**src/verilog/ide_timing_pkg.sv**
```systemverilog
/*
 * Step layout of the PIO4 cycle run by each channel engine.
 * The chain holds one live bit per cycle after launch.
 */
package ide_timing_pkg;

	// five cycles from launch to done
	localparam int ST_LEN = 5;

	typedef logic [ST_LEN-1:0] ide_step_t;

	// rd_n or wr_n falls at the edge after this step
	localparam int ST_STROBE_ON = 0;
	// strobe rises and read data is sampled
	localparam int ST_STROBE_OFF = 2;
	// cs and dir go back to idle
	localparam int ST_RELEASE = 3;
	// completion strobes are high during this step
	localparam int ST_DONE = 4;

endpackage

```
**src/verilog/ide_types_pkg.sv**
```systemverilog
/*
 * Shared widths, source tags and channel count for the IDE host controller.
 * Imported by the router, channel engines, collector and top level.
 */
package ide_types_pkg;

	// one word on the drive data bus
	typedef logic [15:0] ide_data_t;

	// task-file register address, da[2:0] on the cable
	typedef logic [2:0] ide_addr_t;

	// channel select width, the engine count follows from it
	localparam int CHAN_W = 1;
	localparam int NUM_CHAN = 1 << CHAN_W;

	typedef logic [CHAN_W-1:0] ide_chan_t;

	// request source tag, carried through an engine and back to the collector
	typedef logic [0:0] ide_src_t;

	// z80 side, full task-file access
	localparam ide_src_t SRC_Z80 = 1'b0;
	// dma engine, data register only
	localparam ide_src_t SRC_DMA = 1'b1;

endpackage
```
**src/verilog/ide_req_if.sv**
```systemverilog
/*
 * Request and completion bundle between the router, one channel engine
 * and the read collector. One instance per channel.
 */
`timescale 1ns/1ps

interface ide_req_if;
	import ide_types_pkg::*;

	// command from the router, held while the source waits
	logic      req;
	ide_src_t  src;
	logic      rnw;
	ide_data_t wdata;
	ide_addr_t a;
	logic      cs0_n;
	logic      cs1_n;

	// status back from the engine
	logic      rdy;
	logic      rdy_stb;
	logic      din_stb;
	ide_src_t  done_src;
	ide_data_t rdata;

	// router only needs completions to track held requests
	modport router (output req, src, rnw, wdata, a, cs0_n, cs1_n, input rdy_stb, done_src);
	modport channel (input req, src, rnw, wdata, a, cs0_n, cs1_n,
		output rdy, rdy_stb, din_stb, done_src, rdata);
	modport collector (input rdy_stb, din_stb, done_src, rdata);

endinterface

```
**src/verilog/ide_subsys.sv**
```systemverilog
/*
 * Two-channel IDE PIO host controller top level.
 * Plain ports toward the Z80 and DMA sides; drive-side ports are packed
 * per channel, the board top builds the tristate data pads.
 */
`timescale 1ns/1ps

module ide_subsys (
	input  logic                                                   clk,
	input  logic                                                   reset,
	input  logic                                                   z80_req,
	input  ide_types_pkg::ide_chan_t                               z80_chan,
	input  logic                                                   z80_rnw,
	input  ide_types_pkg::ide_addr_t                               z80_a,
	input  logic                                                   z80_cs0_n,
	input  logic                                                   z80_cs1_n,
	input  ide_types_pkg::ide_data_t                               z80_wdata,
	input  logic                                                   dma_req,
	input  ide_types_pkg::ide_chan_t                               dma_chan,
	input  logic                                                   dma_rnw,
	input  ide_types_pkg::ide_data_t                               dma_wdata,
	output logic                                                   z80_done,
	output logic                                                   dma_done,
	output ide_types_pkg::ide_data_t                               z80_rdata,
	output ide_types_pkg::ide_data_t                               dma_rdata,
	input  ide_types_pkg::ide_data_t [ide_types_pkg::NUM_CHAN-1:0] ide_d_in,
	output ide_types_pkg::ide_data_t [ide_types_pkg::NUM_CHAN-1:0] ide_d_out,
	output logic [ide_types_pkg::NUM_CHAN-1:0]                     ide_d_oe,
	output ide_types_pkg::ide_addr_t [ide_types_pkg::NUM_CHAN-1:0] ide_a,
	output logic [ide_types_pkg::NUM_CHAN-1:0]                     ide_dir,
	output logic [ide_types_pkg::NUM_CHAN-1:0]                     ide_cs0_n,
	output logic [ide_types_pkg::NUM_CHAN-1:0]                     ide_cs1_n,
	output logic [ide_types_pkg::NUM_CHAN-1:0]                     ide_rd_n,
	output logic [ide_types_pkg::NUM_CHAN-1:0]                     ide_wr_n
);
	import ide_types_pkg::*;

	// one request bundle per engine
	ide_req_if chan_if [NUM_CHAN] ();

	ide_request_router u_router (
		.clk       (clk),
		.reset     (reset),
		.z80_req   (z80_req),
		.z80_chan  (z80_chan),
		.z80_rnw   (z80_rnw),
		.z80_a     (z80_a),
		.z80_cs0_n (z80_cs0_n),
		.z80_cs1_n (z80_cs1_n),
		.z80_wdata (z80_wdata),
		.dma_req   (dma_req),
		.dma_chan  (dma_chan),
		.dma_rnw   (dma_rnw),
		.dma_wdata (dma_wdata),
		.chan_if   (chan_if)
	);

	for (genvar i = 0; i < NUM_CHAN; i++)
	begin : g_chan
		ide_pio_channel u_chan (
			.clk       (clk),
			.reset     (reset),
			.ide_d_in  (ide_d_in[i]),
			.bus       (chan_if[i]),
			.ide_d_out (ide_d_out[i]),
			.ide_d_oe  (ide_d_oe[i]),
			.ide_a     (ide_a[i]),
			.ide_dir   (ide_dir[i]),
			.ide_cs0_n (ide_cs0_n[i]),
			.ide_cs1_n (ide_cs1_n[i]),
			.ide_rd_n  (ide_rd_n[i]),
			.ide_wr_n  (ide_wr_n[i])
		);
	end

	ide_read_collect u_collect (
		.clk       (clk),
		.reset     (reset),
		.chan_if   (chan_if),
		.z80_done  (z80_done),
		.dma_done  (dma_done),
		.z80_rdata (z80_rdata),
		.dma_rdata (dma_rdata)
	);

endmodule

```
**src/verilog/ide_read_collect.sv**
```systemverilog
/*
 * Collects channel completions into per-source done strobes and read data.
 * Read data is valid in the done cycle and held until the next read.
 */
`timescale 1ns/1ps

module ide_read_collect (
	input  logic                     clk,
	input  logic                     reset,
	ide_req_if.collector             chan_if [ide_types_pkg::NUM_CHAN],
	output logic                     z80_done,
	output logic                     dma_done,
	output ide_types_pkg::ide_data_t z80_rdata,
	output ide_types_pkg::ide_data_t dma_rdata
);
	import ide_types_pkg::*;

	logic [NUM_CHAN-1:0] z80_stb_v;
	logic [NUM_CHAN-1:0] dma_stb_v;
	logic [NUM_CHAN-1:0] z80_din_v;
	logic [NUM_CHAN-1:0] dma_din_v;
	ide_data_t           rdata_v [NUM_CHAN];
	ide_data_t           z80_rdata_q;
	ide_data_t           dma_rdata_q;

	// split each channel's strobes by the tag latched at launch
	for (genvar i = 0; i < NUM_CHAN; i++)
	begin : g_chan
		assign z80_stb_v[i] = chan_if[i].rdy_stb && (chan_if[i].done_src == SRC_Z80);
		assign dma_stb_v[i] = chan_if[i].rdy_stb && (chan_if[i].done_src == SRC_DMA);
		assign z80_din_v[i] = chan_if[i].din_stb && (chan_if[i].done_src == SRC_Z80);
		assign dma_din_v[i] = chan_if[i].din_stb && (chan_if[i].done_src == SRC_DMA);
		assign rdata_v[i]   = chan_if[i].rdata;
	end

	assign z80_done = |z80_stb_v;
	assign dma_done = |dma_stb_v;

	// fresh word bypasses the holding register during din_stb
	always_comb
	begin
		z80_rdata = z80_rdata_q;
		dma_rdata = dma_rdata_q;
		for (int i = 0; i < NUM_CHAN; i++)
		begin
			if (z80_din_v[i])
				z80_rdata = rdata_v[i];
			if (dma_din_v[i])
				dma_rdata = rdata_v[i];
		end
	end

	always_ff @(posedge clk)
	begin
		z80_rdata_q <= z80_rdata;
		dma_rdata_q <= dma_rdata;
	end

	// each source has one request out, so two channels never finish for it at once
	a_one_done: assert property (@(posedge clk) disable iff (reset)
		$onehot0(z80_stb_v) && $onehot0(dma_stb_v))
		else $error("two channels completed for the same source");

endmodule

```
**src/verilog/ide_pio_channel.sv**
```systemverilog
/*
 * One IDE channel engine running the five-step PIO4 cycle.
 * Launches on req while rdy, drives cs, dir and strobes from the
 * latched command and reports completion with one-cycle strobes.
 */
`timescale 1ns/1ps

module ide_pio_channel (
	input  logic                     clk,
	input  logic                     reset,
	input  ide_types_pkg::ide_data_t ide_d_in,
	ide_req_if.channel               bus,
	output ide_types_pkg::ide_data_t ide_d_out,
	output logic                     ide_d_oe,
	output ide_types_pkg::ide_addr_t ide_a,
	output logic                     ide_dir,
	output logic                     ide_cs0_n,
	output logic                     ide_cs1_n,
	output logic                     ide_rd_n,
	output logic                     ide_wr_n
);
	import ide_types_pkg::*;
	import ide_timing_pkg::*;

	ide_step_t st;
	logic      go;
	logic      rnw_q;
	ide_src_t  src_q;
	ide_addr_t a_q;
	ide_data_t wdata_q;
	ide_data_t rdata_q;

	// launch when a request meets an idle chain
	assign go = bus.req && bus.rdy;

	assign bus.rdy      = ~|st;
	assign bus.rdy_stb  = st[ST_DONE];
	// reads only
	assign bus.din_stb  = st[ST_DONE] && rnw_q;
	assign bus.done_src = src_q;
	assign bus.rdata    = rdata_q;

	// drive side from latched command
	assign ide_a     = a_q;
	assign ide_d_out = wdata_q;
	// dir low means host drives the bus
	assign ide_d_oe  = ~ide_dir;

	// one-hot step chain, go enters at bit 0
	always_ff @(posedge clk)
	begin
		if (reset)
			st <= '0;
		else
			st <= {st[ST_LEN-2:0], go};
	end

	// command latched at launch, held for the whole cycle
	always_ff @(posedge clk)
	begin
		if (go)
		begin
			rnw_q   <= bus.rnw;
			src_q   <= bus.src;
			a_q     <= bus.a;
			wdata_q <= bus.wdata;
		end
	end

	// sample at the strobe release, drive still holds data here
	always_ff @(posedge clk)
	begin
		if (st[ST_STROBE_OFF] && rnw_q)
			rdata_q <= ide_d_in;
	end

	always_ff @(posedge clk)
	begin
		if (reset)
		begin
			ide_dir   <= 1'b1;
			ide_cs0_n <= 1'b1;
			ide_cs1_n <= 1'b1;
			ide_rd_n  <= 1'b1;
			ide_wr_n  <= 1'b1;
		end
		// E0, address setup with cs and dir
		else if (go)
		begin
			ide_dir   <= bus.rnw;
			ide_cs0_n <= bus.cs0_n;
			ide_cs1_n <= bus.cs1_n;
		end
		// E1, strobe falls
		else if (st[ST_STROBE_ON])
		begin
			ide_rd_n <= ~rnw_q;
			ide_wr_n <= rnw_q;
		end
		// E3, strobe rises after two cycles
		else if (st[ST_STROBE_OFF])
		begin
			ide_rd_n <= 1'b1;
			ide_wr_n <= 1'b1;
		end
		// E4, back to idle, bus released
		else if (st[ST_RELEASE])
		begin
			ide_dir   <= 1'b1;
			ide_cs0_n <= 1'b1;
			ide_cs1_n <= 1'b1;
		end
	end

	// a launch on rdy finds the cable already released by the last cycle
	a_launch_idle: assert property (@(posedge clk) disable iff (reset)
		go |-> ide_cs0_n && ide_cs1_n && ide_rd_n && ide_wr_n && ide_dir)
		else $error("channel launched while the previous cycle still held the bus");

	a_strobe_excl: assert property (@(posedge clk) disable iff (reset)
		!(!ide_rd_n && !ide_wr_n))
		else $error("rd_n and wr_n low together");

endmodule

```
**src/verilog/ide_request_router.sv**
```systemverilog
/*
 * Steers the Z80 and DMA requests onto the channel engines.
 * DMA wins a channel when both target it; the loser keeps its level up.
 */
`timescale 1ns/1ps

module ide_request_router (
	input  logic                     clk,
	input  logic                     reset,
	input  logic                     z80_req,
	input  ide_types_pkg::ide_chan_t z80_chan,
	input  logic                     z80_rnw,
	input  ide_types_pkg::ide_addr_t z80_a,
	input  logic                     z80_cs0_n,
	input  logic                     z80_cs1_n,
	input  ide_types_pkg::ide_data_t z80_wdata,
	input  logic                     dma_req,
	input  ide_types_pkg::ide_chan_t dma_chan,
	input  logic                     dma_rnw,
	input  ide_types_pkg::ide_data_t dma_wdata,
	ide_req_if.router                chan_if [ide_types_pkg::NUM_CHAN]
);
	import ide_types_pkg::*;

	logic [NUM_CHAN-1:0] dma_hit;
	logic [NUM_CHAN-1:0] z80_hit;
	logic [NUM_CHAN-1:0] stb_v;
	ide_src_t            src_v [NUM_CHAN];
	logic                z80_done_now;
	logic                dma_done_now;
	logic                z80_hold_q;
	logic                dma_hold_q;
	ide_chan_t           z80_chan_q;
	ide_chan_t           dma_chan_q;
	logic                z80_rnw_q;
	logic                dma_rnw_q;

	for (genvar i = 0; i < NUM_CHAN; i++)
	begin : g_chan
		// which sources aim at this channel
		assign dma_hit[i] = dma_req && (dma_chan == ide_chan_t'(i));
		assign z80_hit[i] = z80_req && (z80_chan == ide_chan_t'(i));

		assign chan_if[i].req   = dma_hit[i] || z80_hit[i];
		// dma takes the channel, z80 just waits behind it
		assign chan_if[i].src   = dma_hit[i] ? SRC_DMA : SRC_Z80;
		assign chan_if[i].rnw   = dma_hit[i] ? dma_rnw : z80_rnw;
		assign chan_if[i].wdata = dma_hit[i] ? dma_wdata : z80_wdata;
		// dma always hits the data register, cs0 block
		assign chan_if[i].a     = dma_hit[i] ? '0 : z80_a;
		assign chan_if[i].cs0_n = dma_hit[i] ? 1'b0 : z80_cs0_n;
		assign chan_if[i].cs1_n = dma_hit[i] ? 1'b1 : z80_cs1_n;

		assign stb_v[i] = chan_if[i].rdy_stb;
		assign src_v[i] = chan_if[i].done_src;
	end

	// completion seen this cycle, per source
	always_comb
	begin
		z80_done_now = 1'b0;
		dma_done_now = 1'b0;
		for (int i = 0; i < NUM_CHAN; i++)
		begin
			if (stb_v[i] && (src_v[i] == SRC_Z80))
				z80_done_now = 1'b1;
			if (stb_v[i] && (src_v[i] == SRC_DMA))
				dma_done_now = 1'b1;
		end
	end

	// request still owed a done strobe at the next edge
	always_ff @(posedge clk)
	begin
		if (reset)
		begin
			z80_hold_q <= 1'b0;
			dma_hold_q <= 1'b0;
		end
		else
		begin
			z80_hold_q <= z80_req && !z80_done_now;
			dma_hold_q <= dma_req && !dma_done_now;
		end
	end

	always_ff @(posedge clk)
	begin
		z80_chan_q <= z80_chan;
		z80_rnw_q  <= z80_rnw;
		dma_chan_q <= dma_chan;
		dma_rnw_q  <= dma_rnw;
	end

	// a pending request stays up on the same channel and direction until done
	a_z80_held: assert property (@(posedge clk) disable iff (reset)
		z80_hold_q |-> z80_req && (z80_chan == z80_chan_q) && (z80_rnw == z80_rnw_q))
		else $error("z80 request changed or dropped before done");

	a_dma_held: assert property (@(posedge clk) disable iff (reset)
		dma_hold_q |-> dma_req && (dma_chan == dma_chan_q) && (dma_rnw == dma_rnw_q))
		else $error("dma request changed or dropped before done");

endmodule

```
**config.mk**
```make
export PLATFORM = sky130hd
export DESIGN_NAME = ide_subsys
export DESIGN_NICKNAME = d
export VERILOG_FILES = /design/src/verilog/ide_timing_pkg.sv /design/src/verilog/ide_types_pkg.sv /design/src/verilog/ide_req_if.sv /design/src/verilog/ide_subsys.sv /design/src/verilog/ide_read_collect.sv /design/src/verilog/ide_pio_channel.sv /design/src/verilog/ide_request_router.sv
export SDC_FILE = /design/constraint.sdc
export NUM_CORES = 1
export LEC_CHECK = 0
export BUFFER_PORTS_ARGS = -buffer_cell sky130_fd_sc_hd__buf_2
export CAP_MARGIN = 5
export CORE_AREA = 3 3 116 118
export DETAILED_ROUTE_END_ITERATION = 6
export DIE_AREA = 0 0 119 121
export HOLD_SLACK_MARGIN = 0.02
export PLACE_DENSITY = 0.76
export SLEW_MARGIN = 15
export SYNTH_ARGS = -nofsm -noshare
export SYNTH_HDL_FRONTEND = slang
export SYNTH_HIERARCHICAL = 1
export SYNTH_SLANG_ARGS = --single-unit
```
**constraint.sdc**
```tcl
create_clock -name clk -period 2.9 [get_ports clk]
set_clock_uncertainty 0.2 [all_clocks]
set_input_delay 0.58 -clock clk [delete_from_list [all_inputs] [get_ports clk]]
set_output_delay 0.58 -clock clk [all_outputs]
set_load 0.02 [all_outputs]
```
==> summary.txt, run 1 <==
Outcome
  – Status: finished, final reports clean

Clocking
  – Clk root buf: clkbuf_16
  – Clock buffer depth: 2
  – Clock latency at the later pin of the worst-skew pair: 410 ps
  – Hold Buf Count CTS: 0
  – Post-CTS Setup Inserts: 0
  – CTS sink count: 126
  – H-tree Lvls: 4
  – Worst-path clk slew: 50 ps
  – CTS Buf Count: 17
  – CTS tree: built

Worst setup path
  – Slowest Stage Delay on Critical Path: 410 ps
  – Worst path slowest cell: dfxtp_1
  – CP startpoint kind: flop
  – WP data required: 2120 ps
  – CP endpoint kind: primary output
  – CP Max Fanout: 16
  – Cells along the critical path: and2_1 > nand2b_4 > mux2i_1 > a21oi_1 > buf_2
  – CP arrival: 2010 ps
  – Crit Path Category: reg2out

Min path
  – Hold Path Class: in2reg

Floorplanning
  – Initial Utilization: 0.3957
  – Core Rows: 41
  – DIE WIDTH: 119 um
  – Die H: 121 um
  – Core footprint: 0.01257 sq mm
  – Die Footprint: 0.01440 sq mm
  – # IOs: 161

Synth
  – Synthesized area: 0.004974 sq mm
  – Syn_nets: 428
  – Synthesized netlist cell count: 351
  – Warning count from the yosys run: 6
  – Syn Area/Cell: 14.17 sq um

STA
  – Worst Max-Slew Pin Slew: 446.6 ps
  – Setup TNS: 0 ps
  – Final Max Slew Viols: 0
  – Final Hold Viols: 0
  – Tcrit/Tclk final: 0.9608
  – RSZ-0062 raised after global routing: yes
  – Slew headroom: 0.7023
  – Fin crit period: 2786 ps
  – Fmax: 358.9 MHz
  – Final setup fails: 0

Global route
  – Pin count of the biggest net entering global routing: 33
  – Total grt overflow: 0
  – Vias in the first global route: 3549
  – Overall routing resource usage: 0.1684
  – First-pass GRT wire length: 18410 um
  – Initial antenna violation count: 0

Place
  – Placer Congestion: 0.7907
  – DPL Wire Length: 8173 um
  – Port Buf Inserts: 160

Detailed routing
  – DRC viols: 0
  – Via-to-Cell Ratio: 4.784
  – Wire per inst: 16.78 um
  – Final Routed Wirelength: 11820 um
  – DRT antenna net count: 0
  – Routed vias: 3368
  – First-pass DRT Iterations: 6
  – DRT iter0 DRCs: 212

Final layout
  – Share of cells above drive strength 1: 0.4568
  – NumNets Final: 596
  – Diode count: 0
  – Commonest non-fill, non-tap cell in the layout: buf_2
  – Synth-to-Final Area Change: 30.72%
  – Core Util, Final: 0.5173
  – Commonest cells after routing, fill and taps aside: buf_2 (160), edfxtp_1 (74), dfxtp_1 (52)

Power
  – Flop pwr share: 0.431
  – Worst VDD drop: 0.4168 mV
  – P_leak: 2.960 nW
  – Switching portion of total power: 0.2378
  – Int Power: 3.718 mW
  – Pwr dens: 750.3 mW/mm^2
  – Clock power frac: 0.445
  – P_sw: 1.160 mW
  – Gate power share: 0.124

Job
  – Max_cap viols: 0
[per-stage QoR]
stage	setup WS, ps	instances	total power [mW]	hold WS [ps]	cell area [sq um]
6_report	113.8	704	4.878	142.2	6501
4_1_cts	100.1	704	4.927	121.8	6501
3_3_place_gp	525.6	672	2.721	248.1	5892
5_1_grt	-15.63	704	5.045	122.9	6501
2_1_floorplan	514.3	351	2.504	239.2	4974
3_5_place_dp	399.6	672	2.745	266.3	5892
[power groups by stage]
| stage | combinational, mW | sequential [mW] | clock (mW) |
|---|---|---|---|
| 4_1_cts | 0.615 | 2.10 | 2.21 |
| 6_report | 0.607 | 2.10 | 2.17 |
| 3_3_place_gp | 0.593 | 2.13 | 0 |
| 3_5_place_dp | 0.611 | 2.13 | 0 |
| 5_1_grt | 0.653 | 2.11 | 2.28 |
| 2_1_floorplan | 0.307 | 2.20 | 0 |
[what timing repair did]
action / CTS / global route
endpoints found under the setup margin: 9 / 3
endpoints found under the hold margin: 0 / 0
resized for setup: 1 / 0
cloned: 0 / 0
[cell type report]
type | instances | area [sq um]
repair buffers | 166 | 858.3
inverters | 7 | 26.28
multi-input cells | 201 | 1534
clock inverters | 13 | 171.4
well taps | 172 | 215.2
flip-flops and latches | 126 | 3263
clock buffers | 19 | 432.9
fillers | 1074 | 6067
[per-layer routing]
metal	routed length (um)	up-vias	part of all wire	track usage
li1	-	1592	-	-
met1	4803	1597	0.41	0.1864
met5	0	-	0	0
met4	231	0	0.020	0.07314
met2	5714	162	0.48	0.2861
met3	1066	17	0.090	0.06807
[flip-flops by register name (all words and copies together), names as in the netlist]
| name | flops |
|---|---|
| g_chan.u_chan/ide_a | 6 |
| u_collect/dma_rdata_q | 16 |
| g_chan.u_chan/ide_cs0_n | 2 |
| g_chan.u_chan/ide_rd_n | 2 |
| g_chan.u_chan/bus.rdata | 32 |
| g_chan.u_chan/rnw_q | 2 |
| g_chan.u_chan/ide_d_out | 32 |
| g_chan.u_chan/ide_dir | 2 |
| u_collect/z80_rdata_q | 16 |
| g_chan.u_chan/ide_wr_n | 2 |
| g_chan.u_chan/bus.done_src | 2 |
| g_chan.u_chan/st | 10 |
| g_chan.u_chan/ide_cs1_n | 2 |
[path summary, 6_finish.rpt]
kind / to / slack [ps] / cells past startpoint / startpoint
min reg2reg: g_chan[1].u_chan/st[4] / 270 / 1 / g_chan[1].u_chan/st[3]
min: g_chan[0].u_chan/bus.rdata[6] / 140 / 1 / ide_d_in[6]
max: z80_rdata[5] / 110 / 5 / g_chan[0].u_chan/st[4]
max reg2reg: g_chan[0].u_chan/ide_d_out[14] / 880 / 3 / g_chan[0].u_chan/st[2]
[worst max-delay path: cells and delay by family, from the launching register on]
kind	cells	cell delay, ps
AO/OA/AOI/OAI	1	250
buffers and inverters	1	210
flip-flops	1	410
multiplexers	1	210
AND/OR/NAND/NOR	2	520
Power figures use the tool's default switching activity.
==> run 2: changes to the inputs <==
--- a/config.mk
+++ b/config.mk
@@ -7,11 +7,12 @@
 export LEC_CHECK = 0
 export BUFFER_PORTS_ARGS = -buffer_cell sky130_fd_sc_hd__buf_2
 export CAP_MARGIN = 5
-export CORE_AREA = 3 3 116 118
+export CORE_AREA = 2 2 115 117
 export DETAILED_ROUTE_END_ITERATION = 6
-export DIE_AREA = 0 0 119 121
+export DIE_AREA = 0 0 117 119
 export HOLD_SLACK_MARGIN = 0.02
 export PLACE_DENSITY = 0.76
+export RECOVER_POWER = 100
 export SLEW_MARGIN = 15
 export SYNTH_ARGS = -nofsm -noshare
 export SYNTH_HDL_FRONTEND = slang
==> run 2 against run 1 <==
- routed wire length down 2.3%
- critical path type unchanged
- critical path depth unchanged
- largest cell class unchanged
- largest power group unchanged
- flip-flop and latch count unchanged
- clock power down 2%
- fmax down 0.79%
==> summary.txt, run 2 (same netlist as run 1, synthesis figures left out) <==
STA
  – Slew headroom: 0.1538
  – Final Max Slew Viols: 0
  – Fmax: 356.1 MHz
  – Final setup fails: 0
  – Fin worst setup slack: 91.62 ps
  – Worst Max-Slew Pin Slew: 1269 ps
  – Fin crit period: 2808 ps
  – Tcrit/Tclk final: 0.9684
  – RSZ-0062 raised after global routing: no
  – Final Hold Viols: 0
  – Setup TNS: 0 ps

Min path
  – Hold Path Class: in2reg

Detailed routing
  – Wire per inst: 16.30 um
  – DRC viols: 0
  – Via-to-Cell Ratio: 4.722
  – Routed vias: 3343
  – DRT iter0 DRCs: 250
  – DRT antenna net count: 0
  – First-pass DRT Iterations: 5
  – Final Routed Wirelength: 11540 um

Power
  – Total power draw: 4.792 mW
  – Gate power share: 0.116
  – Flop pwr share: 0.438
  – P_leak: 2.693 nW
  – Worst VDD drop: 0.3817 mV
  – P_sw: 1.206 mW
  – Pwr dens: 756.7 mW/mm^2
  – Int Power: 3.586 mW
  – Switching portion of total power: 0.2516
  – Clock power frac: 0.445

Worst setup path
  – CP endpoint kind: primary output
  – WP data required: 2120 ps
  – CP startpoint kind: flop
  – Worst reg-to-reg setup slack: 480 ps
  – CP Max Fanout: 16
  – Crit Path Category: reg2out
  – CP arrival: 2030 ps

Global route
  – First-pass GRT wire length: 17530 um
  – Overall routing resource usage: 0.1709
  – Total grt overflow: 0
  – Vias in the first global route: 3502
  – Initial antenna violation count: 0
  – Pin count of the biggest net entering global routing: 33

Final layout
  – Commonest non-fill, non-tap cell in the layout: buf_2
  – Share of cells above drive strength 1: 0.3139
  – Footprint of the multi-input gates: 0.001460 sq mm
  – Filler cells: 1182
  – Commonest cells after routing, fill and taps aside: buf_2 (75), edfxtp_1 (74), clkbuf_1 (58)
  – Post-Layout Cell Count: 708
  – Reg area: 0.003263 sq mm
  – Diode count: 0
  – Synth-to-Final Area Change: 27.35%
  – NumNets Final: 596
  – Design area: 0.006334 sq mm

Floorplanning
  – DIE WIDTH: 117 um
  – Core footprint: 0.01287 sq mm
  – Core Rows: 42
  – # IOs: 161
  – Die H: 119 um
  – Initial Utilization: 0.3863
  – Die Footprint: 0.01392 sq mm

Place
  – Cells after DPL: 676
  – DPL Wire Length: 8029 um
  – Port Buf Inserts: 160
  – Area after DPL: 0.005884 sq mm
  – Pre-CTS setup slack: 419.2 ps
  – Placer Congestion: 0.7067

Clocking
  – Clk root buf: clkbuf_16
  – CTS Buf Count: 17
  – Clock buffer depth: 2
  – H-tree Lvls: 4
  – CTS tree: built
  – CTS sink count: 126
  – Clock latency at the later pin of the worst-skew pair: 420 ps
  – Worst-path clk slew: 60 ps
  – Post-CTS Setup Inserts: 0

Outcome
  – Status: finished, final reports clean

Job
  – Max_cap viols: 0
-- run 2: changes by cell type in the layout (fill, tap and decap cells not counted), moves of 3 or more --
cell	previous run	this run
clkbuf_2	0	31
and2_0	0	7
buf_4	5	2
and2_1	11	5
mux2_4	13	0
clkbuf_1	2	58
mux2_1	0	15
buf_2	160	75
-- run 2: path summary, 6_finish.rpt --
check | startpoint | end | cells past startpoint
worst max-delay path | g_chan[0].u_chan/rnw_q | z80_rdata[14] | 5
worst min-delay path | ide_d_in[7] | g_chan[0].u_chan/bus.rdata[7] | 1
worst max register to register | g_chan[1].u_chan/st[2] | g_chan[1].u_chan/ide_d_out[3] | 3
worst min register to register | g_chan[0].u_chan/st[1] | g_chan[0].u_chan/st[2] | 1
-- run 2: worst max-delay path: stages (launching register included) --
cell and delay (ps):
edfxtp_1 410, and2_2 280, nand2b_4 300, mux2i_1 150
a21oi_1 250, buf_2 210
-- run 2: layout make-up --
cell class	count	area share
Clock inverter	13	0.02153
Timing Repair Buffer	166	0.1205
Clock buffer	19	0.07329
Multi-Input combinational cell	201	0.2305
Inverter	7	0.004149
Sequential cell	126	0.5152
Tap cell	176	0.03477
-- run 2: repair_timing --
item                                    CTS  global route
endpoints found under the setup margin   15             5
pin swaps                                 0             0
hold buffers                              0             0
gates resized for setup                   1             2
-- run 2: layer usage --
layer / track usage / part of all wire / vias up
met5: 0 / 0 / -
met4: 0.06176 / 0.015 / 0
met3: 0.08753 / 0.10 / 16
met2: 0.2818 / 0.48 / 149
met1: 0.1872 / 0.40 / 1586
li1: - / - / 1592
-- run 2: power by group through the flow --
stage	Clock (mW)	Sequential, mW	Combinational, mW
floorplan	0	2.20	0.307
global placement	0	2.13	0.584
detailed placement	0	2.13	0.604
CTS	2.17	2.10	0.607
global route	2.26	2.11	0.606
finish	2.13	2.10	0.558
-- run 2: metrics by stage --
step	hold WS, ps	utilization
finish	135.1	0.4919
global route	115.5	0.4919
CTS	113.8	0.5041
detailed placement	255.3	0.4570
global placement	246.0	0.4570
floorplan	239.2	-
